**src/verilog/ooo_pkg.sv**
```systemverilog
package ooo_pkg;

    // ========================================
    // Core sizes
    // ========================================
    parameter int XLEN      = 32;
    parameter int NUM_ARCH  = 32;
    parameter int ROB_DEPTH = 16;

    typedef logic [XLEN-1:0] xlen_t;
    typedef logic [4:0]      arch_reg_t;
    // Sized for the largest physical file (64 tags)
    typedef logic [5:0]      phys_tag_t;
    typedef logic [3:0]      rob_idx_t;

    typedef enum logic [3:0] {
        ADD,
        SUB,
        AND,
        OR,
        XOR,
        SLL,
        ADDI,
        MUL
    } opcode_e;

    // Host instruction word, imm sign-extended at rename
    typedef struct packed {
        opcode_e     opcode;
        arch_reg_t   rd;
        arch_reg_t   rs1;
        arch_reg_t   rs2;
        logic        rsvd;
        logic [11:0] imm;
    } instr_t;

endpackage

```
**src/verilog/ooo_regs_pkg.sv**
```systemverilog
package ooo_regs_pkg;

    typedef logic [7:0] reg_addr_t;

    // Host register map
    localparam reg_addr_t INSTR_OFFSET   = 8'h00;
    localparam reg_addr_t STATUS_OFFSET  = 8'h04;
    localparam reg_addr_t RETIRED_OFFSET = 8'h08;
    // Register n at ARF_BASE + 4n
    localparam reg_addr_t ARF_BASE       = 8'h80;

    typedef enum logic [1:0] {
        OKAY   = 2'b00,
        SLVERR = 2'b10
    } axi_resp_e;

endpackage

```
**src/verilog/core_regs.sv**
```systemverilog
`timescale 1ns/1ps

module core_regs (
    input  logic                    clk,
    input  logic                    rst_n,
    input  ooo_regs_pkg::reg_addr_t awaddr,
    input  logic                    awvalid,
    output logic                    awready,
    input  ooo_pkg::xlen_t          wdata,
    input  logic                    wvalid,
    output logic                    wready,
    output ooo_regs_pkg::axi_resp_e bresp,
    output logic                    bvalid,
    input  logic                    bready,
    input  ooo_regs_pkg::reg_addr_t araddr,
    input  logic                    arvalid,
    output logic                    arready,
    output ooo_pkg::xlen_t          rdata,
    output ooo_regs_pkg::axi_resp_e rresp,
    output logic                    rvalid,
    input  logic                    rready,
    input  logic                    commit_valid,
    input  logic                    rob_empty,
    input  ooo_pkg::xlen_t          arf_rdata,
    input  logic                    instr_accept,
    output ooo_pkg::instr_t         instr,
    output logic                    instr_valid,
    output ooo_pkg::arch_reg_t      arf_raddr
);

    logic           wr_hs;
    logic           rd_hs;
    logic           idle;
    ooo_pkg::xlen_t retired;

    // Writes wait while a response or an instruction is outstanding
    assign awready   = !bvalid && !instr_valid;
    assign wready    = awready;
    assign wr_hs     = awvalid && wvalid && awready;
    assign arready   = !rvalid;
    assign rd_hs     = arvalid && arready;
    assign idle      = rob_empty && !instr_valid;
    assign arf_raddr = araddr[6:2];

    // ========================================
    // Write path
    // ========================================
    always_ff @(posedge clk) begin
        if (!rst_n) begin
            instr_valid <= 1'b0;
            bvalid      <= 1'b0;
            bresp       <= ooo_regs_pkg::OKAY;
        end else begin
            if (bvalid && bready) begin
                bvalid <= 1'b0;
            end
            // Response only once rename takes the instruction
            if (instr_valid && instr_accept) begin
                instr_valid <= 1'b0;
                bvalid      <= 1'b1;
                bresp       <= ooo_regs_pkg::OKAY;
            end
            if (wr_hs) begin
                if (awaddr == ooo_regs_pkg::INSTR_OFFSET) begin
                    instr_valid <= 1'b1;
                end else begin
                    bvalid <= 1'b1;
                    bresp  <= ooo_regs_pkg::SLVERR;
                end
            end
        end
    end

    always_ff @(posedge clk) begin
        if (wr_hs && awaddr == ooo_regs_pkg::INSTR_OFFSET) begin
            instr <= ooo_pkg::instr_t'(wdata);
        end
    end

    // ========================================
    // Read path and retire count
    // ========================================
    always_ff @(posedge clk) begin
        if (!rst_n) begin
            rvalid  <= 1'b0;
            retired <= '0;
        end else begin
            if (commit_valid) begin
                retired <= retired + 1'b1;
            end
            if (rvalid && rready) begin
                rvalid <= 1'b0;
            end
            if (rd_hs) begin
                rvalid <= 1'b1;
            end
        end
    end

    always_ff @(posedge clk) begin
        if (rd_hs) begin
            rresp <= ooo_regs_pkg::OKAY;
            rdata <= '0;
            if (araddr >= ooo_regs_pkg::ARF_BASE && araddr[1:0] == 2'b00) begin
                rdata <= arf_rdata;
            end else if (araddr == ooo_regs_pkg::STATUS_OFFSET) begin
                rdata <= {31'b0, idle};
            end else if (araddr == ooo_regs_pkg::RETIRED_OFFSET) begin
                rdata <= retired;
            end else begin
                rresp <= ooo_regs_pkg::SLVERR;
            end
        end
    end

    a_instr_stable: assert property (@(posedge clk) disable iff (!rst_n)
        instr_valid && !instr_accept |=> $stable(instr))
        else $error("core_regs: instr changed while pending");

endmodule

```
**config.mk**
```make
export PLATFORM = sky130hd
export DESIGN_NAME = core_regs
export DESIGN_NICKNAME = d
export VERILOG_FILES = /design/src/verilog/ooo_pkg.sv /design/src/verilog/ooo_regs_pkg.sv /design/src/verilog/core_regs.sv
export SDC_FILE = /design/constraint.sdc
export NUM_CORES = 1
export LEC_CHECK = 0
export BUFFER_PORTS_ARGS = -buffer_cell sky130_fd_sc_hd__buf_2
export CORE_MARGIN = 3
export CORE_UTILIZATION = 40
export DETAILED_ROUTE_END_ITERATION = 8
export PLACE_DENSITY = 0.68
export SYNTH_ARGS = -nofsm -noshare
export SYNTH_HDL_FRONTEND = slang
export SYNTH_SLANG_ARGS = --single-unit
```
**constraint.sdc**
```tcl
create_clock -name clk -period 5.9 [get_ports clk]
set_input_delay 1.18 -clock clk [delete_from_list [all_inputs] [get_ports clk]]
set_output_delay 1.18 -clock clk [all_outputs]
set_load 0.005 [all_outputs]
```
==> results.json <==
{
  "fmaxAchievable_mhz": 366,
  "cp-start-kind": "primary input",
  "detail_route.iter0.violations": 150,
  "cp_max_fo": 22,
  "clkSinkCount": 102,
  "synth-edff-count": 65,
  "core_area_sq_um": 9860,
  "worst_pin_slew_ps": 982,
  "cts_resized": 0,
  "total_power_mw": 1.28,
  "crit_family": "simple AND/OR/NAND/NOR gates",
  "finalCoreUtilization": 0.527,
  "setup-violations-final": 0,
  "overflow": 0,
  "syn2layout_area_growth_pct": 26.3,
  "fin_nets": 572,
  "post-cts-setup-buffers": 0,
  "routabilityCongestion": 0.725,
  "synth_area_leaders": "edfxtp_1 47%, dfxtp_1 18%, a22o_1 6.6%",
  "syn_inst": 327,
  "worstSetupPathType": "in -> reg",
  "rows": 36,
  "detail_route.vias_per_cell": 5.24,
  "grt_use_total": 0.172,
  "crit_path_end_kind": "flip-flop",
  "drt_pre_antenna_iters": 4,
  "path_buf_inv": 1,
  "clk_path_buf_depth": 2,
  "critPathMostFrequentCell": "or3_1",
  "drv_cap": 0,
  "portBuffers": 167,
  "ant_nets": 0,
  "max_stage_delay_ps": 630,
  "die_area_sq_um": 11500,
  "antenna_found_initial": 0,
  "leakagePower_nw": 2.02,
  "hpwl_um": 7340,
  "die_h_um": 107,
  "vdd_ir_drop_max_mv": 0.104,
  "wl_um": 10100,
  "tritoncts": "yes",
  "start_util": 0.417,
  "fin_crit_sh": 0.464,
  "ctsHoldBuffers": 0,
  "synthArstFlopShare": 0,
  "outcome": "completed",
  "rsz0062_at_grt": "false",
  "syn_area_sq_um": 4110,
  "grt_max_degree": 35,
  "clkSlewWorstSetupHoldPaths_ps": 100,
  "post-route-min-period_ps": 2740,
  "die_w_um": 107,
  "cts_buffers": 9,
  "power_density_nw_per_um2": 246,
  "insertion_delay_ps": 370,
  "crit_chain": "buf_2 -> nand4_1 -> or3_1 -> or3_1 -> a21oi_1",
  "yosys.area.top_type": "edfxtp_1",
  "synth_top_flop_cell": "edfxtp_1",
  "antennaDiodeCount": 0,
  "synth_top_area_frac": 0.474,
  "hold_viol": 0,
  "min_path_type": "reg -> reg",
  "drc": 0,
  "setup_tns_ps": 0,
  "synth.distinct_cells": 37,
  "drv_slew": 0,
  "syn_area_per_cell_sq_um": 12.6,
  "yosysWarningCount": 0,
  "wl_per_cell_um": 16.2,
  "maxSlewHeadroom": 0.341,
  "cts-root-buf": "clkbuf_8",
  "boundaryPins": 169,
  "cp.required_ps": 6170,
  "design_area_sq_um": 5190,
  "drive_gt1_frac": 0.393,
  "grt_pass1_wl_um": 15500,
  "num_vias": 3245,
  "cp_slowest_cell": "or3_1",
  "ys_seq_area_frac": 0.655,
  "grt_pass1_vias": 3072,
  "cp_data_arrival_time_ps": 3010,
  "place_area_sq_um": 5010,
  "ys_ff_latch": 102,
  "htree_levels": 3,
  "fin_skew_ps": 16.2,
  "mappedNetlistNets": 418
}
==> power breakdown <==
part | leakage (nW) | total, mW | switching [mW] | internal, mW
logic | 1.01 | 0.0832 | 0.0406 | 0.0426
clock network | 0.0963 | 0.415 | 0.255 | 0.161
registers | 0.912 | 0.782 | 0.00674 | 0.775
total | 2.02 | 1.28 | 0.302 | 0.978
==> synth_stat cells, types with 2 or more instances <==
cell type / n
and3_1: 3
a21oi_1: 24
a22o_1: 31
edfxtp_1: 65
and4_1: 5
nand4_1: 10
mux2i_1: 2
buf_4: 7
inv_1: 5
nor2b_1: 2
nor4_1: 5
nand3_1: 8
o31ai_1: 13
nand2_1: 13
xor2_1: 5
xnor2_1: 6
buf_2: 3
dfxtp_1: 37
and2_1: 4
or3_1: 9
clkbuf_1: 16
o21ai_0: 9
nor2_1: 17
nand2b_1: 2
or4_1: 14
==> sequential cells by signal, summed over array words and instances (netlist names) <==
name and count:
instr 32, rdata 32, retired 32, bresp 2
bvalid 1, instr_valid 1, rresp 1, rvalid 1
==> through the flow <==
step | setup slack [ps] | cells | hold slack (ps)
6_report | 3160 | 619 | 481
5_1_grt | 2980 | 619 | 509
4_1_cts | 3160 | 619 | 484
3_5_place_dp | 2760 | 603 | 469
3_3_place_gp | 2840 | 603 | 457
2_1_floorplan | 2500 | 327 | 442
==> final cells by class <==
class | instances | area, sq um
Fill cell | 871 | 4670
Sequential cell | 102 | 2690
Multi-Input combinational cell | 192 | 1270
Timing Repair Buffer | 170 | 858
Tap cell | 133 | 166
Clock buffer | 9 | 124
Clock inverter | 7 | 56.3
Inverter | 6 | 22.5
==> final timing paths <==
| path | start | endpoint | slack [ps] | cells past startpoint |
|---|---|---|---|---|
| setup / recovery | commit_valid | retired[16] | 3160 | 5 |
| hold / removal | retired[31] | retired[31] | 480 | 2 |
| setup reg to reg | retired[0] | retired[16] | 3480 | 5 |
| hold reg to reg | retired[31] | retired[31] | 480 | 2 |
==> worst register-to-register path, stage by stage, from the launching register on <==
cell,delay [ps]
dfxtp_1,420
ha_1,200
nand4_1,610
or3_1,640
or3_1,320
a21oi_1,140
==> layer usage <==
layer,part of all wire,vias up,track usage
met5,0,-,0
li1,-,1567,-
met3,0.074,10,0.0426
met4,0.011,0,0.0496
met1,0.42,1542,0.214
met2,0.50,126,0.298
==> placed cells by master, fill, tap and decap left out, drive strengths merged, types with 4 or more instances in the layout <==
cell type,instances
buf,170
edfxtp,65
dfxtp,37
a22o,31
a21oi,24
nor2,17
or4,15
nand2,13
o31ai,13
nand4,11
or3,9
o21ai,9
clkbuf,9
inv,9
nand3,8
xnor2,6
nor4,5
and4,5
xor2,5
and2,4
clkinv,4
==> kinds of logic after synthesis <==
family          after synthesis  synth area share
simple gates                 97             0.139
other cells                   1          0.000912
compound gates               80             0.135
buf+inv                      33            0.0392
xor+xnor                     11            0.0234
mux                           2           0.00487
fa+ha+maj                     1           0.00304
flops                       102             0.655
Note: power is estimated with default switching activity, not from simulation.
