<file path="src/verilog/ooo_pkg.sv">
package ooo_pkg;

    // ========================================
    // Core sizes
    // ========================================
    parameter int XLEN      = 32;
    parameter int NUM_ARCH  = 32;
    parameter int ROB_DEPTH = 16;

    typedef logic [XLEN-1:0] xlen_t;
    typedef logic [4:0]      arch_reg_t;
    // Sized for the largest physical file (64 tags)
    typedef logic [5:0]      phys_tag_t;
    typedef logic [3:0]      rob_idx_t;

    typedef enum logic [3:0] {
        ADD,
        SUB,
        AND,
        OR,
        XOR,
        SLL,
        ADDI,
        MUL
    } opcode_e;

    // Host instruction word, imm sign-extended at rename
    typedef struct packed {
        opcode_e     opcode;
        arch_reg_t   rd;
        arch_reg_t   rs1;
        arch_reg_t   rs2;
        logic        rsvd;
        logic [11:0] imm;
    } instr_t;

endpackage

</file>
<file path="src/verilog/cdb_if.sv">
`timescale 1ns/1ps

// One result per cycle, no back-pressure
interface cdb_if;
    logic               valid;
    ooo_pkg::phys_tag_t tag;
    ooo_pkg::rob_idx_t  rob_idx;
    ooo_pkg::xlen_t     value;

    modport producer (
        output valid, tag, rob_idx, value
    );

    modport consumer (
        input valid, tag, rob_idx, value
    );
endinterface

</file>
<file path="src/verilog/exec_unit.sv">
`timescale 1ns/1ps

module exec_unit #(
    parameter int MUL_STAGES = 3
) (
    input  logic               clk,
    input  logic               rst_n,
    input  logic               issue_valid,
    input  ooo_pkg::opcode_e   issue_op,
    input  ooo_pkg::phys_tag_t issue_tag,
    input  ooo_pkg::rob_idx_t  issue_rob_idx,
    input  ooo_pkg::xlen_t     issue_a,
    input  ooo_pkg::xlen_t     issue_b,
    input  ooo_pkg::xlen_t     issue_imm,
    output logic               exec_ready,
    cdb_if.producer            cdb
);

    localparam int LAST = MUL_STAGES - 1;

    ooo_pkg::xlen_t      alu_res;
    logic                is_mul;
    logic                alu_v;
    ooo_pkg::phys_tag_t  alu_tag;
    ooo_pkg::rob_idx_t   alu_rob;
    ooo_pkg::xlen_t      alu_val;
    logic [LAST:0]       mul_v;
    ooo_pkg::phys_tag_t  mul_tag [MUL_STAGES];
    ooo_pkg::rob_idx_t   mul_rob [MUL_STAGES];
    ooo_pkg::xlen_t      mul_val [MUL_STAGES];

    assign is_mul = (issue_op == ooo_pkg::MUL);

    always_comb begin
        case (issue_op)
            ooo_pkg::ADD:  alu_res = issue_a + issue_b;
            ooo_pkg::SUB:  alu_res = issue_a - issue_b;
            ooo_pkg::AND:  alu_res = issue_a & issue_b;
            ooo_pkg::OR:   alu_res = issue_a | issue_b;
            ooo_pkg::XOR:  alu_res = issue_a ^ issue_b;
            ooo_pkg::SLL:  alu_res = issue_a << issue_b[4:0];
            ooo_pkg::ADDI: alu_res = issue_a + issue_imm;
            default:       alu_res = '0;
        endcase
    end

    always_ff @(posedge clk) begin
        if (!rst_n) begin
            alu_v <= 1'b0;
            mul_v <= '0;
        end else begin
            alu_v <= issue_valid && !is_mul;
            mul_v <= {mul_v[LAST-1:0], issue_valid && is_mul};
        end
    end

    // Multiplier keeps the low word
    always_ff @(posedge clk) begin
        alu_tag    <= issue_tag;
        alu_rob    <= issue_rob_idx;
        alu_val    <= alu_res;
        mul_tag[0] <= issue_tag;
        mul_rob[0] <= issue_rob_idx;
        mul_val[0] <= issue_a * issue_b;
        for (int s = 1; s < MUL_STAGES; s++) begin
            mul_tag[s] <= mul_tag[s-1];
            mul_rob[s] <= mul_rob[s-1];
            mul_val[s] <= mul_val[s-1];
        end
    end

    // Hold issue when a product lands next cycle
    assign exec_ready  = !mul_v[LAST-1];
    assign cdb.valid   = alu_v || mul_v[LAST];
    assign cdb.tag     = mul_v[LAST] ? mul_tag[LAST] : alu_tag;
    assign cdb.rob_idx = mul_v[LAST] ? mul_rob[LAST] : alu_rob;
    assign cdb.value   = mul_v[LAST] ? mul_val[LAST] : alu_val;

    a_one_result: assert property (@(posedge clk) disable iff (!rst_n)
        !(alu_v && mul_v[LAST]))
        else $error("exec_unit: ALU and MUL results collide");

endmodule

</file>
<file path="src/flat_wrapper.sv">
// flat-port wrapper written by rule: the top's interface ports become plain ports
module exec_unit_flat 
#(
    parameter int MUL_STAGES = 3
)
  (clk, rst_n, issue_valid, issue_op, issue_tag, issue_rob_idx, issue_a, issue_b, issue_imm, exec_ready, cdb_valid, cdb_tag, cdb_rob_idx, cdb_value);
  cdb_if cdb_i ();
  input  logic clk;
  input  logic rst_n;
  input  logic issue_valid;
  input  ooo_pkg::opcode_e issue_op;
  input  ooo_pkg::phys_tag_t issue_tag;
  input  ooo_pkg::rob_idx_t issue_rob_idx;
  input  ooo_pkg::xlen_t issue_a;
  input  ooo_pkg::xlen_t issue_b;
  input  ooo_pkg::xlen_t issue_imm;
  output logic exec_ready;
  output wire logic [$bits(cdb_i.valid)-1:0] cdb_valid;
  output wire logic [$bits(cdb_i.tag)-1:0] cdb_tag;
  output wire logic [$bits(cdb_i.rob_idx)-1:0] cdb_rob_idx;
  output wire logic [$bits(cdb_i.value)-1:0] cdb_value;
  assign cdb_valid = cdb_i.valid;
  assign cdb_tag = cdb_i.tag;
  assign cdb_rob_idx = cdb_i.rob_idx;
  assign cdb_value = cdb_i.value;
  exec_unit #(.MUL_STAGES(MUL_STAGES)) u_core (.clk(clk), .rst_n(rst_n), .issue_valid(issue_valid), .issue_op(issue_op), .issue_tag(issue_tag), .issue_rob_idx(issue_rob_idx), .issue_a(issue_a), .issue_b(issue_b), .issue_imm(issue_imm), .exec_ready(exec_ready), .cdb(cdb_i));
endmodule
</file>
<file path="config.mk">
export PLATFORM = sky130hd
export DESIGN_NAME = exec_unit_flat
export DESIGN_NICKNAME = d
export VERILOG_FILES = /design/src/verilog/ooo_pkg.sv /design/src/verilog/cdb_if.sv /design/src/verilog/exec_unit.sv /design/src/flat_wrapper.sv
export SDC_FILE = /design/constraint.sdc
export NUM_CORES = 2
export LEC_CHECK = 0
export ABC_AREA = 0
export BUFFER_PORTS_ARGS = -buffer_cell sky130_fd_sc_hd__buf_4
export CAP_MARGIN = 10
export CORE_MARGIN = 2
export CORE_UTILIZATION = 35
export DETAILED_ROUTE_END_ITERATION = 6
export SLEW_MARGIN = 20
export SYNTH_ARGS = -nofsm -noshare
export SYNTH_HDL_FRONTEND = slang
export SYNTH_SLANG_ARGS = --single-unit
</file>
<file path="constraint.sdc">
create_clock -name clk -period 16.4 [get_ports clk]
set_input_delay 1.64 -clock clk [delete_from_list [all_inputs] [get_ports clk]]
set_output_delay 1.64 -clock clk [all_outputs]
set_load 0.005 [all_outputs]
</file>
==> impl_metrics.env <==
export IMPL_status="finished with violations"
export IMPL_failed_checks="DRC"
export IMPL_synthArstFlopShare=0
export IMPL_path_max_fanout=44
export IMPL_netlist_area_sq_mm=0.0245
export IMPL_drc=12
export IMPL_insertion_delay_ps=460
export IMPL_core_region_area_sq_mm=0.0697
export IMPL_die_h_um=269
export IMPL_drive_gt1_frac=0.101
export IMPL_post_cts_buffers=0
export IMPL_period_share=0.547
export IMPL_crit_path_start="issue_b[2]"
export IMPL_drt_iter0_markers=2312
export IMPL_final_common_cell="inv_1"
export IMPL_max_freq_mhz=112
export IMPL_cts_tree="built"
export IMPL_grt_pass1_vias=20700
export IMPL_rrSetupSlack_ps=15700
export IMPL_clock_sinks=162
export IMPL_synth_ff_type="dfxtp_1"
export IMPL_critPathLaunchType="primary input"
export IMPL_busiest_layer="met2"
export IMPL_viasPerCell=5.51
export IMPL_syn_avg_cell_area_sq_um=8.79
export IMPL_use_met3=0.0430
export IMPL_clock_skew_ps=11.2
export IMPL_hpwl_um=69300
export IMPL_r2r_start="u_core.mul_val[0][31]"
export IMPL_clk_pin_slew_ps=80
export IMPL_min_from="u_core.mul_val[0][53]"
export IMPL_cts_max_path_buffers=2
export IMPL_ys_seq_area_frac=0.132
export IMPL_drv_cap=0
export IMPL_firstDrtPassIters=7
export IMPL_dieArea_sq_mm=0.0721
export IMPL_wl_um=90200
export IMPL_area_growth_pct=10.4
export IMPL_grt_pass1_wl_um=133000
export IMPL_cts_max_level=4
export IMPL_cts_resized=0
export IMPL_criticalPathCategory="in2reg"
export IMPL_rsz0062_at_grt="false"
export IMPL_cts_root_buf="clkbuf_16"
export IMPL_place_inst=3753
export IMPL_path_common_cell="fa_1"
export IMPL_cp_slowest_cell="inv_2"
export IMPL_via_count=20900
export IMPL_ctsHoldBuffers=0
export IMPL_met2_usage=0.392
export IMPL_crit_required_ps=16800
export IMPL_synth_edff_count=0
export IMPL_globalRouteOverflowTotal=0
export IMPL_endpoint_kind="flop"
export IMPL_initial_utilization=0.352
export IMPL_slew_limit_headroom=0.264
export IMPL_synth_seq_cells=162
export IMPL_port_buffers=156
export IMPL_final_cells=3786
export IMPL_grt_usage=0.251
export IMPL_use_met1=0.332
export IMPL_finalSetupTns_ps=0
export IMPL_grt_antenna_before_repair=2
export IMPL_hold_viol_final=0
export IMPL_cts_buffers=17
export IMPL_place_congestion=0.975
export IMPL_grt_start_max_net_pins=54
export IMPL_wl_per_cell_um=23.8
export IMPL_slew_viol_final=0
export IMPL_synth_distinct_cells=69
export IMPL_die_w_um=269
export IMPL_cp_arrival_ps=9360
export IMPL_final_cell_mix="inv_1, fa_1, nor2_1"
export IMPL_syn_num_nets=3530
export IMPL_fp_row_count=97
export IMPL_ant_nets=0
export IMPL_final_nets=3574
export IMPL_setup_viol=0
export IMPL_nFillCells=7168
export IMPL_worst_slew_pin_slew_ps=1090
export IMPL_fin_util=0.388
export IMPL_ioPinCount=157
export IMPL_critPathMaxStageDelay_ps=770
export IMPL_syn_inst=2788
export IMPL_synth_warnings=0
export IMPL_path_cells="buf_4 -> inv_2 -> nor2_1 -> fa_1 -> inv_1 -> fa_1 -> fa_1 -> fa_1 -> inv_1 -> fa_1 -> fa_1 -> fa_1 -> fa_1 -> ha_1 -> and3_1 -> a221o_1 -> a31oi_1 -> o21ai_0 -> o21a_1 -> o31a_1 -> a221o_1 -> a21oi_1 -> xnor2_1"
export IMPL_hold_class="reg2reg"
export IMPL_period_minus_slack_ps=8970
==> kinds of logic after synthesis <==
kind of cell    after synthesis  synth area share
mux                          89            0.0483
simple gates                786             0.134
xor+xnor                    107            0.0382
fa+ha+maj                   629             0.446
flops                       162             0.132
buf+inv                     640            0.0986
compound gates              375             0.102
==> path summary, 6_finish.rpt <==
kind         cells past startpoint               endpoint
min                              0  u_core.mul_val[0][85]
max reg2reg                      0  u_core.mul_val[0][63]
min reg2reg                      0  u_core.mul_val[0][85]
max                             23  u_core.mul_val[0][30]
==> state kept, by name, indices dropped and copies added, names as in the netlist <==
name,cells
u_core.alu_tag,5
u_core.alu_v,1
u_core.mul_rob,9
u_core.mul_tag,13
u_core.alu_val,32
u_core.alu_rob,3
u_core.mul_v,3
u_core.mul_val,96
==> through the flow <==
stage / area (sq um) / hold WS, ps / worst slack [ps]
floorplan: 24500 / 310 / 7470
global placement: 26400 / 310 / 7110
detailed placement: 26400 / 312 / 7000
CTS: 27100 / 321 / 7480
global route: 27100 / 326 / 7120
finish: 27100 / 321 / 7430
==> critical path: cells and delay by family <==
| kind | cells | cell delay [ps] |
|---|---|---|
| adders and majority gates | 9 | 4350 |
| AOI/OAI and AO/OA | 7 | 1600 |
| and+or+nand+nor | 2 | 420 |
| buffers and inverters | 4 | 1140 |
| xor gates and xnor gates | 1 | 130 |
==> area by class of cell <==
cell class	count	area [sq um]	area share
Clock buffer	17	425	0.0157
Timing Repair Buffer	172	1290	0.0477
Tap cell	940	1180	0.0435
Antenna cell	1	2.50	0.0000925
Clock inverter	15	200	0.00740
Multi-Input combinational cell	1986	18900	0.697
Inverter	493	1850	0.0684
Sequential cell	162	3250	0.120
==> synthesized netlist by cell type (all sizes together) (39+ instances only) <==
library cell,n,share of area
nor3,39,0.0084
a21oi,85,0.018
mux2,44,0.020
xnor2,78,0.028
ha,220,0.11
o21ai,94,0.019
inv,476,0.073
dfxtp,162,0.13
fa,409,0.33
clkbuf,118,0.018
nand2,308,0.047
nor2,342,0.052
==> per-layer routing <==
metal / part of all wire / vias up
met5: 0.00013 / -
met4: 0.061 / 2
met3: 0.095 / 259
met2: 0.45 / 1208
met1: 0.39 / 10500
li1: - / 8928
Power is not shown: default switching activity piles up to over one toggle a cycle in this logic, so the estimate is an artifact.
