===== src/verilog/ooo_pkg.sv =====
package ooo_pkg;

    // ========================================
    // Core sizes
    // ========================================
    parameter int XLEN      = 32;
    parameter int NUM_ARCH  = 32;
    parameter int ROB_DEPTH = 16;

    typedef logic [XLEN-1:0] xlen_t;
    typedef logic [4:0]      arch_reg_t;
    // Sized for the largest physical file (64 tags)
    typedef logic [5:0]      phys_tag_t;
    typedef logic [3:0]      rob_idx_t;

    typedef enum logic [3:0] {
        ADD,
        SUB,
        AND,
        OR,
        XOR,
        SLL,
        ADDI,
        MUL
    } opcode_e;

    // Host instruction word, imm sign-extended at rename
    typedef struct packed {
        opcode_e     opcode;
        arch_reg_t   rd;
        arch_reg_t   rs1;
        arch_reg_t   rs2;
        logic        rsvd;
        logic [11:0] imm;
    } instr_t;

endpackage


===== src/verilog/cdb_if.sv =====
`timescale 1ns/1ps

// One result per cycle, no back-pressure
interface cdb_if;
    logic               valid;
    ooo_pkg::phys_tag_t tag;
    ooo_pkg::rob_idx_t  rob_idx;
    ooo_pkg::xlen_t     value;

    modport producer (
        output valid, tag, rob_idx, value
    );

    modport consumer (
        input valid, tag, rob_idx, value
    );
endinterface


===== src/verilog/dispatch_if.sv =====
`timescale 1ns/1ps

// Renamed instruction, valid only on accept cycles
interface dispatch_if;
    logic               valid;
    ooo_pkg::opcode_e   op;
    ooo_pkg::phys_tag_t dst_tag;
    ooo_pkg::phys_tag_t old_tag;
    ooo_pkg::arch_reg_t rd;
    logic               has_rd;
    ooo_pkg::phys_tag_t src1_tag;
    ooo_pkg::phys_tag_t src2_tag;
    ooo_pkg::xlen_t     src1_val;
    ooo_pkg::xlen_t     src2_val;
    logic               src1_ready;
    logic               src2_ready;
    ooo_pkg::xlen_t     imm;
    ooo_pkg::rob_idx_t  rob_idx;

    modport driver (
        output valid, op, dst_tag, old_tag, rd, has_rd, src1_tag, src2_tag,
               src1_val, src2_val, src1_ready, src2_ready, imm, rob_idx
    );

    modport receiver (
        input valid, op, dst_tag, old_tag, rd, has_rd, src1_tag, src2_tag,
              src1_val, src2_val, src1_ready, src2_ready, imm, rob_idx
    );
endinterface


===== src/verilog/rob.sv =====
`timescale 1ns/1ps

module rob (
    input  logic               clk,
    input  logic               rst_n,
    dispatch_if.receiver       disp,
    cdb_if.consumer            cdb,
    input  ooo_pkg::arch_reg_t arf_raddr,
    output logic               rob_full,
    output ooo_pkg::rob_idx_t  rob_tail,
    output logic               rob_empty,
    output logic               commit_valid,
    output logic               free_en,
    output ooo_pkg::phys_tag_t free_tag,
    output ooo_pkg::xlen_t     arf_rdata
);

    localparam int DEPTH = ooo_pkg::ROB_DEPTH;
    localparam int CW    = $clog2(DEPTH) + 1;

    logic [DEPTH-1:0]   done;
    logic [DEPTH-1:0]   ent_has_rd;
    ooo_pkg::arch_reg_t ent_rd [DEPTH];
    ooo_pkg::phys_tag_t ent_old_tag [DEPTH];
    ooo_pkg::xlen_t     ent_value [DEPTH];
    ooo_pkg::rob_idx_t  head;
    ooo_pkg::rob_idx_t  tail;
    logic [CW-1:0]      count;
    ooo_pkg::xlen_t     arf [ooo_pkg::NUM_ARCH];

    assign rob_full     = (count == CW'(DEPTH));
    assign rob_empty    = (count == '0);
    assign rob_tail     = tail;
    assign commit_valid = !rob_empty && done[head];
    assign free_en      = commit_valid && ent_has_rd[head];
    assign free_tag     = ent_old_tag[head];
    // x0 always reads zero
    assign arf_rdata    = (arf_raddr == '0) ? '0 : arf[arf_raddr];

    // ========================================
    // Pointers, done bits and commit
    // ========================================
    always_ff @(posedge clk) begin
        if (!rst_n) begin
            head  <= '0;
            tail  <= '0;
            count <= '0;
            done  <= '0;
            for (int i = 0; i < ooo_pkg::NUM_ARCH; i++) begin
                arf[i] <= '0;
            end
        end else begin
            if (cdb.valid) begin
                done[cdb.rob_idx] <= 1'b1;
            end
            if (disp.valid) begin
                done[disp.rob_idx] <= 1'b0;
                tail               <= tail + 1'b1;
            end
            if (commit_valid) begin
                head <= head + 1'b1;
                if (ent_has_rd[head]) begin
                    arf[ent_rd[head]] <= ent_value[head];
                end
            end
            count <= count + CW'(disp.valid) - CW'(commit_valid);
        end
    end

    always_ff @(posedge clk) begin
        if (cdb.valid) begin
            ent_value[cdb.rob_idx] <= cdb.value;
        end
        if (disp.valid) begin
            ent_has_rd[disp.rob_idx]  <= disp.has_rd;
            ent_rd[disp.rob_idx]      <= disp.rd;
            ent_old_tag[disp.rob_idx] <= disp.old_tag;
        end
    end

    // Rename must allocate at the tail and never into a full buffer
    a_alloc_ok: assert property (@(posedge clk) disable iff (!rst_n)
        disp.valid |-> !rob_full && disp.rob_idx == tail)
        else $error("rob: bad allocation");

endmodule


===== src/flat_wrapper.sv =====
// flat-port wrapper written by rule: the top's interface ports become plain ports
module rob_flat 
  (clk, rst_n, arf_raddr, rob_full, rob_tail, rob_empty, commit_valid, free_en, free_tag, arf_rdata, disp_valid, disp_op, disp_dst_tag, disp_old_tag, disp_rd, disp_has_rd, disp_src1_tag, disp_src2_tag, disp_src1_val, disp_src2_val, disp_src1_ready, disp_src2_ready, disp_imm, disp_rob_idx, cdb_valid, cdb_tag, cdb_rob_idx, cdb_value);
  dispatch_if disp_i ();
  cdb_if cdb_i ();
  input  logic clk;
  input  logic rst_n;
  input  ooo_pkg::arch_reg_t arf_raddr;
  output logic rob_full;
  output ooo_pkg::rob_idx_t rob_tail;
  output logic rob_empty;
  output logic commit_valid;
  output logic free_en;
  output ooo_pkg::phys_tag_t free_tag;
  output ooo_pkg::xlen_t arf_rdata;
  input wire logic [$bits(disp_i.valid)-1:0] disp_valid;
  input wire logic [$bits(disp_i.op)-1:0] disp_op;
  input wire logic [$bits(disp_i.dst_tag)-1:0] disp_dst_tag;
  input wire logic [$bits(disp_i.old_tag)-1:0] disp_old_tag;
  input wire logic [$bits(disp_i.rd)-1:0] disp_rd;
  input wire logic [$bits(disp_i.has_rd)-1:0] disp_has_rd;
  input wire logic [$bits(disp_i.src1_tag)-1:0] disp_src1_tag;
  input wire logic [$bits(disp_i.src2_tag)-1:0] disp_src2_tag;
  input wire logic [$bits(disp_i.src1_val)-1:0] disp_src1_val;
  input wire logic [$bits(disp_i.src2_val)-1:0] disp_src2_val;
  input wire logic [$bits(disp_i.src1_ready)-1:0] disp_src1_ready;
  input wire logic [$bits(disp_i.src2_ready)-1:0] disp_src2_ready;
  input wire logic [$bits(disp_i.imm)-1:0] disp_imm;
  input wire logic [$bits(disp_i.rob_idx)-1:0] disp_rob_idx;
  input wire logic [$bits(cdb_i.valid)-1:0] cdb_valid;
  input wire logic [$bits(cdb_i.tag)-1:0] cdb_tag;
  input wire logic [$bits(cdb_i.rob_idx)-1:0] cdb_rob_idx;
  input wire logic [$bits(cdb_i.value)-1:0] cdb_value;
  assign disp_i.valid = disp_valid;
  assign disp_i.op = disp_op;
  assign disp_i.dst_tag = disp_dst_tag;
  assign disp_i.old_tag = disp_old_tag;
  assign disp_i.rd = disp_rd;
  assign disp_i.has_rd = disp_has_rd;
  assign disp_i.src1_tag = disp_src1_tag;
  assign disp_i.src2_tag = disp_src2_tag;
  assign disp_i.src1_val = disp_src1_val;
  assign disp_i.src2_val = disp_src2_val;
  assign disp_i.src1_ready = disp_src1_ready;
  assign disp_i.src2_ready = disp_src2_ready;
  assign disp_i.imm = disp_imm;
  assign disp_i.rob_idx = disp_rob_idx;
  assign cdb_i.valid = cdb_valid;
  assign cdb_i.tag = cdb_tag;
  assign cdb_i.rob_idx = cdb_rob_idx;
  assign cdb_i.value = cdb_value;
  rob u_core (.clk(clk), .rst_n(rst_n), .disp(disp_i), .cdb(cdb_i), .arf_raddr(arf_raddr), .rob_full(rob_full), .rob_tail(rob_tail), .rob_empty(rob_empty), .commit_valid(commit_valid), .free_en(free_en), .free_tag(free_tag), .arf_rdata(arf_rdata));
endmodule

===== config.mk =====
export PLATFORM = sky130hd
export DESIGN_NAME = rob_flat
export DESIGN_NICKNAME = d
export VERILOG_FILES = /design/src/verilog/ooo_pkg.sv /design/src/verilog/cdb_if.sv /design/src/verilog/dispatch_if.sv /design/src/verilog/rob.sv /design/src/flat_wrapper.sv
export SDC_FILE = /design/constraint.sdc
export NUM_CORES = 2
export LEC_CHECK = 0
export BUFFER_PORTS_ARGS = -buffer_cell sky130_fd_sc_hd__buf_4
export CAP_MARGIN = 25
export CORE_MARGIN = 10
export CORE_UTILIZATION = 35
export CTS_BUF_LIST = sky130_fd_sc_hd__clkbuf_4 sky130_fd_sc_hd__clkbuf_8
export CTS_CLUSTER_DIAMETER = 30
export DETAILED_ROUTE_END_ITERATION = 12
export GPL_ROUTABILITY_DRIVEN = 0
export GPL_TIMING_DRIVEN = 0
export PLACE_DENSITY = 0.51
export SYNTH_ARGS = -nofsm -noshare
export SYNTH_HDL_FRONTEND = slang
export SYNTH_SLANG_ARGS = --single-unit

===== constraint.sdc =====
create_clock -name clk -period 8.6 [get_ports clk]
set_clock_uncertainty 0.05 [all_clocks]
set_input_delay 1.72 -clock clk [delete_from_list [all_inputs] [get_ports clk]]
set_output_delay 1.72 -clock clk [all_outputs]
set_load 0.01 [all_outputs]

==> impl_results.md <==
- CP Data Required Time: 6830 ps
- DR DRC count: 0
- Global routing usage on met1: 0.269
- Total GRT Usage: 0.216
- Max clock buf depth: 4
- CP startpoint: arf_raddr[0]
- Worst hold path endpoint: u_core.done[4]$_SDFF_PN0_
- Fillers: 19400
- Worst r2r path cells: 9
- Largest net degree at the start of global routing: 21
- Reg2Reg Setup Slack: 3640 ps
- Nets: 5152
- Synth cell types: 52
- Post-Route Utilization: 0.428
- Mapped cell area: 76100 um^2
- Fin crit share: 0.842
- TritonCTS Sinks: 1761
- Hold Startpoint: u_core.done[4]$_SDFF_PN0_
- Post-synth EDFFs: 1728
- Vias per cell: 5.94
- Final WS setup: 1360 ps
- Core box area: 217000 um^2
- CTS tree: built
- Rel. slew slack: 0.235
- Worst path max stage delay: 820 ps
- Synth Register Bits: about 1800
- Register area share after synthesis: 0.691
- Row Count: roughly 170
- Initial Util: 0.351
- DP HPWL: between 150000 and 200000 um
- Max-slew violation count: 0
- Mapped Cells: 4286
- FFs w/ async S/R, synth: 0
- Critical path fanouts, max: 10
- CP max stage cell: clkbuf_1
- Post-Place Worst Slack: 1350 ps
- Root buf cell: clkbuf_8
- Share of layout cells above drive strength 1: 0.333
- Synth Warn #: 0
- Global route total overflow: 0
- CTS-repair resized insts: 0
- Peak VDD IR: 0.186 mV
- Power density cells: 254 nW/um^2
- Hold Crit Class: reg2reg
- Gr busiest metal: met2
- First-pass GRT wire length: 371000 um
- Kind of critical path: in2out
- Initial antenna violation count: 22
- Mean Syn Cell Area: between 15 and 20 um^2
- WHS Path Cells: 2
- Routing usage on met2: 0.367
- CP Data Arrival Time: 5470 ps
- Worst-path clk slew: 50 ps
- Wirelength per Cell: 32.2 um
- Area after DPL: 83300 um^2
- Clk_lat worst skew: between 1000 and 1500 ps
- Total Power: between 0.02 and 0.025 W
- Final Hold Fails: 0
- Cell taking the most area after synthesis: edfxtp_1
- CTS buffer count: 410
- Crit path time final: 7240 ps
- DR pass1 iterations: 8
- RSZ-0062 raised after global routing: false
- Largest cells by area after synthesis: edfxtp_1 (68%), mux4_2 (16%), nor4_1 (8.3%)
- Die Ht: roughly 490 um
- Worst-Margin Slew: roughly 1100 ps
- Ports: 233
- Final setup fails: 0
- Reg2reg end: u_core.arf[2][15]$_SDFFCE_PN0P_
- Area delta synth->final: 21.9%
- Lkg Pwr: slightly below 30 nW
- Max-cap check violation count: 0
- Post CTS Setup Buffer Count: 0
- CTS Hold Buffers Added: 0
- CTS H-tree depth: 5
- Setup TNS: 0 ps
- Worst setup SP type: input pin
- Main flop type after synthesis: edfxtp_1
- Routed wire length: around 260000 um
- Count of buffers from port buffering: approximately 100
- Outcome: completed
- Design area: 92800 um^2
- Via count: 48300
- Worst path cell trace: clkbuf_1 > clkbuf_1 > buf_2 > mux4_2 > mux4_2 > mux2i_1 > nor2_1 > buf_4
- Vias in the first global route: 50700
- Initial DRC count: 5377
- Detail Route Antenna Nets: 0
- Syn_nets: about 4500
- Die width: ~490 um
- Met3 Use GR: 0.0474
- Synth top area share: 0.682
- Peak Freq: between 100 and 150 MHz
- CP Capture Type: output pin
- Die area: approximately 240000 um^2
==> placed cells by master (no fill, tap or decap), drive strengths merged, types with 32 or more instances in the layout <==
master	Yosys	final
buf	181	439
bufinv	0	68
clkbuf	387	864
clkinv	1	150
clkinvlp	0	32
dfxtp	33	33
edfxtp	1728	1728
mux2i	47	47
mux4	531	531
nand3	50	50
nor2	85	85
nor4	1024	1024
o21ai	37	37
o31ai	32	32
==> power breakdown <==
part	switching [W]	internal, W
Sequential	0.0000706	0.00967
Clock	0.00414	0.00688
Combinational	0.00195	0.000830
==> worst max path at each step <==
stage / end / slack (ps) / cells past startpoint
after floorplan: arf_rdata[10] / 2920 / 7
after global placement: u_core.arf[1][17]$_SDFFCE_PN0P_ / -1700 / 8
after detailed placement: arf_rdata[19] / 1350 / 8
after CTS: arf_rdata[19] / 1350 / 8
after global routing: arf_rdata[31] / 1280 / 8
final: arf_rdata[31] / 1360 / 8
==> logic make-up (layout without fill, tap and decap cells) <==
family	count (synthesis)	count (layout)	synth area share
AO/OA/AOI/OAI	91	91	0.00934
XOR/XNOR	6	6	0.000691
adder cells (fa/ha/maj)	9	9	0.00158
buffers and inverters	578	1569	0.0315
flip-flops	1761	1761	0.691
multiplexers	580	580	0.164
other	0	9	0
AND/OR/NAND/NOR	1261	1261	0.103
==> synthesized netlist by cell type (all sizes together), types with 3 or more instances <==
library cell and number:
nand3b 4, ha 8, o21a 3, nand2b 6
nor2 85, dfxtp 33, xor2 3, edfxtp 1728
nor2b 5, a21oi 8, xnor2 3, nor3 28
nand2 20, nor4 1024, nand3 50, o31ai 32
clkbuf 387, o21ai 37, mux2i 47, inv 9
mux4 531, and4 6, and2 4, nand4 22
buf 181
==> per-layer routing <==
metal | vias to the layer above | share of wire
li1 | 19900 | -
met1 | 25400 | 0.39
met2 | 2372 | 0.50
met3 | 601 | 0.074
met4 | 20 | 0.039
met5 | - | 0.00056
==> stage by stage <==
stage	hold slack (ps)	std cells
floorplan	415	4286
global placement	426	7243
detailed placement	434	7386
CTS	443	8119
global route	455	8139
finish	442	8140
==> area by class of cell <==
class	instances	area, um^2	share of cell area
antenna	9	22.5	0.000243
buffer	568	2360	0.0255
clock buffer	477	6230	0.0671
clock inverter	256	3060	0.0330
inverter	10	37.5	0.000404
multi-input combinational	1947	21800	0.234
sequential	1761	52600	0.566
tap	2854	3570	0.0385
timing repair buffer	258	3210	0.0346
==> worst max-delay path, delay by kind of cell <==
family | cells | cell delay (ps)
mux | 3 | 1780
buf+inv | 4 | 1860
simple gates | 1 | 80
==> registers in the layout (all words and copies together) (netlist names), named ones only <==
signal,cells
u_core.arf,1024
u_core.count,5
u_core.done,16
u_core.ent_has_rd,16
u_core.ent_old_tag,96
u_core.ent_rd,80
u_core.ent_value,512
u_core.head,4
u_core.rob_tail,4
Note: power is estimated with default switching activity, not from simulation.
