===== src/verilog/ooo_pkg.sv =====
package ooo_pkg;

    // ========================================
    // Core sizes
    // ========================================
    parameter int XLEN      = 32;
    parameter int NUM_ARCH  = 32;
    parameter int ROB_DEPTH = 16;

    typedef logic [XLEN-1:0] xlen_t;
    typedef logic [4:0]      arch_reg_t;
    // Sized for the largest physical file (64 tags)
    typedef logic [5:0]      phys_tag_t;
    typedef logic [3:0]      rob_idx_t;

    typedef enum logic [3:0] {
        ADD,
        SUB,
        AND,
        OR,
        XOR,
        SLL,
        ADDI,
        MUL
    } opcode_e;

    // Host instruction word, imm sign-extended at rename
    typedef struct packed {
        opcode_e     opcode;
        arch_reg_t   rd;
        arch_reg_t   rs1;
        arch_reg_t   rs2;
        logic        rsvd;
        logic [11:0] imm;
    } instr_t;

endpackage


===== src/verilog/cdb_if.sv =====
`timescale 1ns/1ps

// One result per cycle, no back-pressure
interface cdb_if;
    logic               valid;
    ooo_pkg::phys_tag_t tag;
    ooo_pkg::rob_idx_t  rob_idx;
    ooo_pkg::xlen_t     value;

    modport producer (
        output valid, tag, rob_idx, value
    );

    modport consumer (
        input valid, tag, rob_idx, value
    );
endinterface


===== src/verilog/dispatch_if.sv =====
`timescale 1ns/1ps

// Renamed instruction, valid only on accept cycles
interface dispatch_if;
    logic               valid;
    ooo_pkg::opcode_e   op;
    ooo_pkg::phys_tag_t dst_tag;
    ooo_pkg::phys_tag_t old_tag;
    ooo_pkg::arch_reg_t rd;
    logic               has_rd;
    ooo_pkg::phys_tag_t src1_tag;
    ooo_pkg::phys_tag_t src2_tag;
    ooo_pkg::xlen_t     src1_val;
    ooo_pkg::xlen_t     src2_val;
    logic               src1_ready;
    logic               src2_ready;
    ooo_pkg::xlen_t     imm;
    ooo_pkg::rob_idx_t  rob_idx;

    modport driver (
        output valid, op, dst_tag, old_tag, rd, has_rd, src1_tag, src2_tag,
               src1_val, src2_val, src1_ready, src2_ready, imm, rob_idx
    );

    modport receiver (
        input valid, op, dst_tag, old_tag, rd, has_rd, src1_tag, src2_tag,
              src1_val, src2_val, src1_ready, src2_ready, imm, rob_idx
    );
endinterface


===== src/verilog/reservation_station.sv =====
`timescale 1ns/1ps

module reservation_station #(
    parameter int RS_DEPTH = 8
) (
    input  logic               clk,
    input  logic               rst_n,
    dispatch_if.receiver       disp,
    cdb_if.consumer            cdb,
    input  logic               exec_ready,
    output logic               rs_full,
    output logic               issue_valid,
    output ooo_pkg::opcode_e   issue_op,
    output ooo_pkg::phys_tag_t issue_tag,
    output ooo_pkg::rob_idx_t  issue_rob_idx,
    output ooo_pkg::xlen_t     issue_a,
    output ooo_pkg::xlen_t     issue_b,
    output ooo_pkg::xlen_t     issue_imm
);

    localparam int IW = $clog2(RS_DEPTH);

    typedef struct packed {
        ooo_pkg::opcode_e   op;
        ooo_pkg::phys_tag_t tag;
        ooo_pkg::rob_idx_t  rob_idx;
        ooo_pkg::phys_tag_t a_tag;
        ooo_pkg::phys_tag_t b_tag;
        ooo_pkg::xlen_t     a_val;
        ooo_pkg::xlen_t     b_val;
        ooo_pkg::xlen_t     imm;
        logic               a_rdy;
        logic               b_rdy;
    } rs_entry_t;

    rs_entry_t           ent [RS_DEPTH];
    logic [RS_DEPTH-1:0] ent_valid;
    logic [IW-1:0]       free_sel;
    logic [IW-1:0]       issue_sel;
    logic                free_found;
    logic                issue_found;

    // Lowest free slot and lowest ready slot
    always_comb begin
        free_sel    = '0;
        free_found  = 1'b0;
        issue_sel   = '0;
        issue_found = 1'b0;
        for (int i = RS_DEPTH - 1; i >= 0; i--) begin
            if (!ent_valid[i]) begin
                free_sel   = IW'(i);
                free_found = 1'b1;
            end
            if (ent_valid[i] && ent[i].a_rdy && ent[i].b_rdy) begin
                issue_sel   = IW'(i);
                issue_found = 1'b1;
            end
        end
    end

    assign rs_full       = !free_found;
    assign issue_valid   = issue_found && exec_ready;
    assign issue_op      = ent[issue_sel].op;
    assign issue_tag     = ent[issue_sel].tag;
    assign issue_rob_idx = ent[issue_sel].rob_idx;
    assign issue_a       = ent[issue_sel].a_val;
    assign issue_b       = ent[issue_sel].b_val;
    assign issue_imm     = ent[issue_sel].imm;

    always_ff @(posedge clk) begin
        if (!rst_n) begin
            ent_valid <= '0;
        end else begin
            if (issue_valid) begin
                ent_valid[issue_sel] <= 1'b0;
            end
            if (disp.valid) begin
                ent_valid[free_sel] <= 1'b1;
            end
        end
    end

    // Wakeup and allocation
    always_ff @(posedge clk) begin
        for (int i = 0; i < RS_DEPTH; i++) begin
            if (ent_valid[i] && cdb.valid) begin
                if (!ent[i].a_rdy && cdb.tag == ent[i].a_tag) begin
                    ent[i].a_val <= cdb.value;
                    ent[i].a_rdy <= 1'b1;
                end
                if (!ent[i].b_rdy && cdb.tag == ent[i].b_tag) begin
                    ent[i].b_val <= cdb.value;
                    ent[i].b_rdy <= 1'b1;
                end
            end
        end
        if (disp.valid) begin
            ent[free_sel] <= '{op: disp.op, tag: disp.dst_tag, rob_idx: disp.rob_idx,
                               a_tag: disp.src1_tag, b_tag: disp.src2_tag,
                               a_val: disp.src1_val, b_val: disp.src2_val,
                               imm: disp.imm, a_rdy: disp.src1_ready,
                               b_rdy: disp.src2_ready};
        end
    end

    a_issue_ready: assert property (@(posedge clk) disable iff (!rst_n)
        issue_valid |-> ent_valid[issue_sel] && ent[issue_sel].a_rdy && ent[issue_sel].b_rdy)
        else $error("reservation_station: issued entry not ready");

endmodule


===== src/flat_wrapper.sv =====
// flat-port wrapper written by rule: the top's interface ports become plain ports
module reservation_station_flat 
#(
    parameter int RS_DEPTH = 8
)
  (clk, rst_n, exec_ready, rs_full, issue_valid, issue_op, issue_tag, issue_rob_idx, issue_a, issue_b, issue_imm, disp_valid, disp_op, disp_dst_tag, disp_old_tag, disp_rd, disp_has_rd, disp_src1_tag, disp_src2_tag, disp_src1_val, disp_src2_val, disp_src1_ready, disp_src2_ready, disp_imm, disp_rob_idx, cdb_valid, cdb_tag, cdb_rob_idx, cdb_value);
  dispatch_if disp_i ();
  cdb_if cdb_i ();
  input  logic clk;
  input  logic rst_n;
  input  logic exec_ready;
  output logic rs_full;
  output logic issue_valid;
  output ooo_pkg::opcode_e issue_op;
  output ooo_pkg::phys_tag_t issue_tag;
  output ooo_pkg::rob_idx_t issue_rob_idx;
  output ooo_pkg::xlen_t issue_a;
  output ooo_pkg::xlen_t issue_b;
  output ooo_pkg::xlen_t issue_imm;
  input wire logic [$bits(disp_i.valid)-1:0] disp_valid;
  input wire logic [$bits(disp_i.op)-1:0] disp_op;
  input wire logic [$bits(disp_i.dst_tag)-1:0] disp_dst_tag;
  input wire logic [$bits(disp_i.old_tag)-1:0] disp_old_tag;
  input wire logic [$bits(disp_i.rd)-1:0] disp_rd;
  input wire logic [$bits(disp_i.has_rd)-1:0] disp_has_rd;
  input wire logic [$bits(disp_i.src1_tag)-1:0] disp_src1_tag;
  input wire logic [$bits(disp_i.src2_tag)-1:0] disp_src2_tag;
  input wire logic [$bits(disp_i.src1_val)-1:0] disp_src1_val;
  input wire logic [$bits(disp_i.src2_val)-1:0] disp_src2_val;
  input wire logic [$bits(disp_i.src1_ready)-1:0] disp_src1_ready;
  input wire logic [$bits(disp_i.src2_ready)-1:0] disp_src2_ready;
  input wire logic [$bits(disp_i.imm)-1:0] disp_imm;
  input wire logic [$bits(disp_i.rob_idx)-1:0] disp_rob_idx;
  input wire logic [$bits(cdb_i.valid)-1:0] cdb_valid;
  input wire logic [$bits(cdb_i.tag)-1:0] cdb_tag;
  input wire logic [$bits(cdb_i.rob_idx)-1:0] cdb_rob_idx;
  input wire logic [$bits(cdb_i.value)-1:0] cdb_value;
  assign disp_i.valid = disp_valid;
  assign disp_i.op = disp_op;
  assign disp_i.dst_tag = disp_dst_tag;
  assign disp_i.old_tag = disp_old_tag;
  assign disp_i.rd = disp_rd;
  assign disp_i.has_rd = disp_has_rd;
  assign disp_i.src1_tag = disp_src1_tag;
  assign disp_i.src2_tag = disp_src2_tag;
  assign disp_i.src1_val = disp_src1_val;
  assign disp_i.src2_val = disp_src2_val;
  assign disp_i.src1_ready = disp_src1_ready;
  assign disp_i.src2_ready = disp_src2_ready;
  assign disp_i.imm = disp_imm;
  assign disp_i.rob_idx = disp_rob_idx;
  assign cdb_i.valid = cdb_valid;
  assign cdb_i.tag = cdb_tag;
  assign cdb_i.rob_idx = cdb_rob_idx;
  assign cdb_i.value = cdb_value;
  reservation_station #(.RS_DEPTH(RS_DEPTH)) u_core (.clk(clk), .rst_n(rst_n), .disp(disp_i), .cdb(cdb_i), .exec_ready(exec_ready), .rs_full(rs_full), .issue_valid(issue_valid), .issue_op(issue_op), .issue_tag(issue_tag), .issue_rob_idx(issue_rob_idx), .issue_a(issue_a), .issue_b(issue_b), .issue_imm(issue_imm));
endmodule

===== config.mk =====
export PLATFORM = sky130hd
export DESIGN_NAME = reservation_station_flat
export DESIGN_NICKNAME = d
export VERILOG_FILES = /design/src/verilog/ooo_pkg.sv /design/src/verilog/cdb_if.sv /design/src/verilog/dispatch_if.sv /design/src/verilog/reservation_station.sv /design/src/flat_wrapper.sv
export SDC_FILE = /design/constraint.sdc
export NUM_CORES = 2
export LEC_CHECK = 0
export BUFFER_PORTS_ARGS = -buffer_cell sky130_fd_sc_hd__buf_2
export CORE_MARGIN = 8
export CORE_UTILIZATION = 60
export CTS_CLUSTER_DIAMETER = 100
export DETAILED_ROUTE_END_ITERATION = 10
export GPL_ROUTABILITY_DRIVEN = 0
export MAX_ROUTING_LAYER = met4
export PLACE_DENSITY = 0.79
export SETUP_SLACK_MARGIN = 0.05
export SLEW_MARGIN = 20
export SYNTH_ARGS = -nofsm -noshare
export SYNTH_HDL_FRONTEND = slang
export SYNTH_SLANG_ARGS = --single-unit

===== constraint.sdc =====
create_clock -name clk -period 8.35 [get_ports clk]
set_clock_uncertainty 0.2 [all_clocks]
set_input_delay 1.67 -clock clk [delete_from_list [all_inputs] [get_ports clk]]
set_output_delay 1.67 -clock clk [all_outputs]
set_load 0.01 [all_outputs]

==> results <==
- The wire-length estimate of the detail-placed layout is 65100 um.
- In this run the worst hold path is classified as reg -> reg.
- The number of global-route vias before repair is 29800.
- The largest fanout on the critical path is 55.
- Using the TritonRoute via totals, the vias-per-cell ratio works out to 6.47.
- The top-level port count is 295.
- The relative slew slack is 28.6%.
- For this design, the slowest cell found on the critical path is sky130_fd_sc_hd__o221a_4.
- STA classifies the critical path startpoint as a flop.
- The floorplan has 99 rows.
- The count of cells resized by post-cts repair is 0.
- Counting flops with a built-in enable in the synthesized netlist gives 976.
- Entering global routing, the biggest net connects 164 pins.
- The netlist uses 48 different library cells.
- The number of max-slew violations in the final report is 0.
- The cell at the root of the clock tree is sky130_fd_sc_hd__clkbuf_16.
- For this design, the CTS-stage hold fixing added 0 buffers.
- The worst hold path depth is 2.
- TritonCTS built the clock tree.
- The startpoint identified for the worst hold timing path is u_core.ent[5][0].
- In this run the register-to-register setup slack is 4.15 ns.
- STA puts the critical path data required time at 6.48 ns.
- The maximum clock frequency is 160 MHz.
- For hold timing, the worst endpoint is u_core.ent[5][0].
- The height of the die is 286 um.
- The critical path goes through nand3_1 > a21boi_1 > o221a_4 > buf_4 > mux2i_1 > o22ai_1 > buf_2.
- The placed instances occupy a cell area of 0.0454 mm2.
- The post-CTS setup buffer count is 0.
- The run finished with clean final reports.
- The met1 demand-to-capacity share in global routing is 39.2%.
- Dividing total power by cell area gives a power density of 226 mW/mm2.
- The core region is 0.0726 mm2.
- Counting every net in the synthesized netlist gives 3742.
- The global routing usage on met3 is 5.89%.
- For this run, design rule violations remaining after detail routing come to 0.
- The clock-pin slew on the worst setup and hold paths is 0.06 ns.
- The minimum period implied by the final worst setup slack is 6.23 ns.
- Across the VDD grid, the largest voltage drop is 231 uV.
- Counting every sink on the clock net gives 1000.
- The actual transition at the worst max-transition pin is 1.07 ns.
- Setup repair after global routing left no endpoint under its margin.
- For the worst setup path, the data arrival time is 4.36 ns.
- The mean instance size in the synthesized netlist is 12.3 um2.
- The count of nets left with antenna violations once routing finished came out at 0.
- The number of buffers inserted by port buffering is 278.
- The total wire length after detailed routing is 124000 um.
- The clock passes through at most 3 buffers.
- The dominant synthesized flop cell is sky130_fd_sc_hd__edfxtp_1.
- The clock tree synthesis step divided the H-tree into 3 levels.
- The cell area after synthesis is 0.0437 mm2.
- The first-iteration detailed-routing DRC count is 4388.
- The initial cell density of the core is 60.2%.
- The sequential area share after synthesis is 68.2%.
- From left edge to right edge, the die measures 286 um.
- Of the available clock period, the critical path in the final layout requires 74.7%.
- After detailed routing, the average wire length per cell comes to 26.3 um.
- The number of antenna violations at the first check in global routing came to 28.
- Relative to the synthesized area, the layout overhead comes to 11.6%.
- The first TritonRoute pass finished after 6 iterations.
- Of the total power, the clock network draws 41.4%.
- The end of the worst register-to-register path is u_core.ent[7][76].
- The internal power is 8.51 mW.
- The later pin in the worst-skew pair is clocked with a latency of 0.66 ns.
- The maximum single-stage delay on the critical path is 0.93 ns.
- The peak-usage layer in the global routing report is met2.
- Global routing used 30.1% of the available tracks across all layers.
- In this run the power spent charging and discharging nets is 2.49 mW.
- Of the total power, registers draw 51.4%.
- Adding up every negative setup slack in the final design gives 0 ns.
- The total number of yosys warnings is 0.
- The post-route netlist has 13.5% of its cells at a drive strength greater than 1.
- In this run the critical register-to-register path is launched from u_core.ent_valid[3].
- The overflow left after global routing is 0.
- The global routing met2 resource utilization is 46.8%.
- Measured in cells, the most critical reg-to-reg path has a length of 8.
- Counting the buffers created by CTS gives 98.
- The total count of hold-check failures in the final report is 0.
- The area of all placed cells without fillers is 0.0488 mm2.
- The gate count after technology mapping is 3559.
- The die covers 0.0817 mm2.
- The worst setup path is captured at an output port.
- The number of violations of the max-capacitance limit is 0.
- The first global-routing pass estimated 181000 um of wire.
- After synthesis, the share of flip-flops with an asynchronous set or reset is 0%.
- The analysis attributes to cell leakage a power of 18.5 nW.
- The final net count is 3820.
- Setup violations remaining at the end of the flow were counted as 0.
- The routed layout has 30400 vias.
- The final-layout fill cell count is 5039.
- Combinational logic burns 7.2% of the power.
- Of the total power, the share spent switching nets is 22.6%.
- The worst setup path is of the reg -> out kind.
- The number of synthesized register bits is 1000.
[critical path, delay by kind of cell (launching register included)]
kind                   cells  cell delay, ns
AOI/OAI and AO/OA          3            1.73
buffers and inverters      2            1.04
DFF                        1            0.48
and+or+nand+nor            1            0.21
muxes                      1            0.20
[cell usage after synthesis (all sizes together) (3+ instances only)]
master,count,area [um2]
a21oi,3,15.0
nor4,12,75.1
and3,3,18.8
nand3,18,90.1
a31oi,8,50.1
o22ai,110,688
xnor2,44,385
o21ai,24,120
edfxtp,976,29300
nand4,14,87.6
nor3,7,35.0
dfxtp,24,480
clkbuf,178,702
a21boi,8,60.1
nand2,1301,4880
inv,19,71.3
buf,168,916
xor2,52,455
nor2,13,48.8
a221oi,220,1930
a22o,220,1930
mux2i,110,1100
o22a,8,70.1
[through the flow]
stage | cells | utilization, % | setup WS (ns) | hold WS, ns | total power, mW
global route | 4703 | 67.2 | 1.99 | 0.335 | 11.3
global placement | 4496 | 62.5 | 2.84 | 0.294 | 6.51
CTS | 4680 | 67.1 | 2.06 | 0.312 | 11.0
floorplan | 3559 | - | 1.71 | 0.244 | 6.22
finish | 4707 | 67.2 | 2.12 | 0.314 | 11.0
detailed placement | 4496 | 62.5 | 2.78 | 0.303 | 6.53
[flip-flops by register name (all words and copies together), names as in the netlist]
register	count
u_core.ent_valid	8
u_core.ent	992
[power by group through the flow]
stage / clock network, mW / logic, mW / registers, mW
5_1_grt: 4.76 / 0.845 / 5.65
2_1_floorplan: 0 / 0.475 / 5.75
3_3_place_gp: 0 / 0.753 / 5.75
4_1_cts: 4.58 / 0.780 / 5.65
3_5_place_dp: 0 / 0.775 / 5.76
6_report: 4.56 / 0.788 / 5.65
[cells by family after synthesis]
group | share of synthesized area, %
flip-flops | 68.2
multiplexers | 2.52
AND/OR/NAND/NOR | 12.2
buffers and inverters | 3.87
AO/OA/AOI/OAI | 11.4
XOR/XNOR | 1.92
[how the worst max path moves through the flow]
stage,from,end,slack (ns),depth (start not counted)
2_1_floorplan,cdb_tag[0],u_core.ent[6][66],1.71,5
3_3_place_gp,u_core.ent_valid[3],issue_a[26],2.84,7
3_5_place_dp,u_core.ent_valid[3],issue_b[25],2.78,7
4_1_cts,u_core.ent_valid[3],issue_b[30],2.06,7
5_1_grt,u_core.ent_valid[6],issue_a[26],1.99,7
6_report,u_core.ent_valid[6],issue_b[26],2.12,7
[final cells by class]
| cell class | instances | area, um2 | share of cell area, % |
|---|---|---|---|
| Antenna cell | 27 | 67.6 | 0.139 |
| Timing Repair Buffer | 324 | 1800 | 3.69 |
| Clock inverter | 63 | 757 | 1.55 |
| Clock buffer | 121 | 2560 | 5.25 |
| Sequential cell | 1000 | 29800 | 61.1 |
| Multi-Input combinational cell | 2194 | 12500 | 25.6 |
| Tap cell | 959 | 1200 | 2.46 |
| Inverter | 19 | 111 | 0.228 |
[placed cells by master, fill, tap and decap left out, types with 8 or more instances in the layout]
cell and count:
sky130_fd_sc_hd__nor2_1 12, sky130_fd_sc_hd__o22a_1 8, sky130_fd_sc_hd__nand2_1 1299, sky130_fd_sc_hd__xor2_1 52, sky130_fd_sc_hd__diode_2 27, sky130_fd_sc_hd__o21ai_0 8
sky130_fd_sc_hd__bufinv_16 15, sky130_fd_sc_hd__inv_1 10, sky130_fd_sc_hd__nand4_1 14, sky130_fd_sc_hd__inv_6 9, sky130_fd_sc_hd__mux2i_1 110, sky130_fd_sc_hd__clkbuf_1 22
sky130_fd_sc_hd__clkbuf_16 99, sky130_fd_sc_hd__a221oi_1 220, sky130_fd_sc_hd__nor4_1 12, sky130_fd_sc_hd__buf_4 41, sky130_fd_sc_hd__buf_2 278, sky130_fd_sc_hd__nand3_1 18
sky130_fd_sc_hd__dfxtp_1 24, sky130_fd_sc_hd__a31oi_1 8, sky130_fd_sc_hd__clkinv_1 21, sky130_fd_sc_hd__a22o_1 220, sky130_fd_sc_hd__xnor2_1 44, sky130_fd_sc_hd__edfxtp_1 976
sky130_fd_sc_hd__clkinv_2 18, sky130_fd_sc_hd__o22ai_1 110, sky130_fd_sc_hd__o21ai_4 15
[routing by layer]
layer,part of all wire (%),up-vias
met3,13,354
li1,-,13300
met1,36,14700
met4,3.9,0
met2,48,2132
met5,0,-
(Power assumes the default switching activity.)
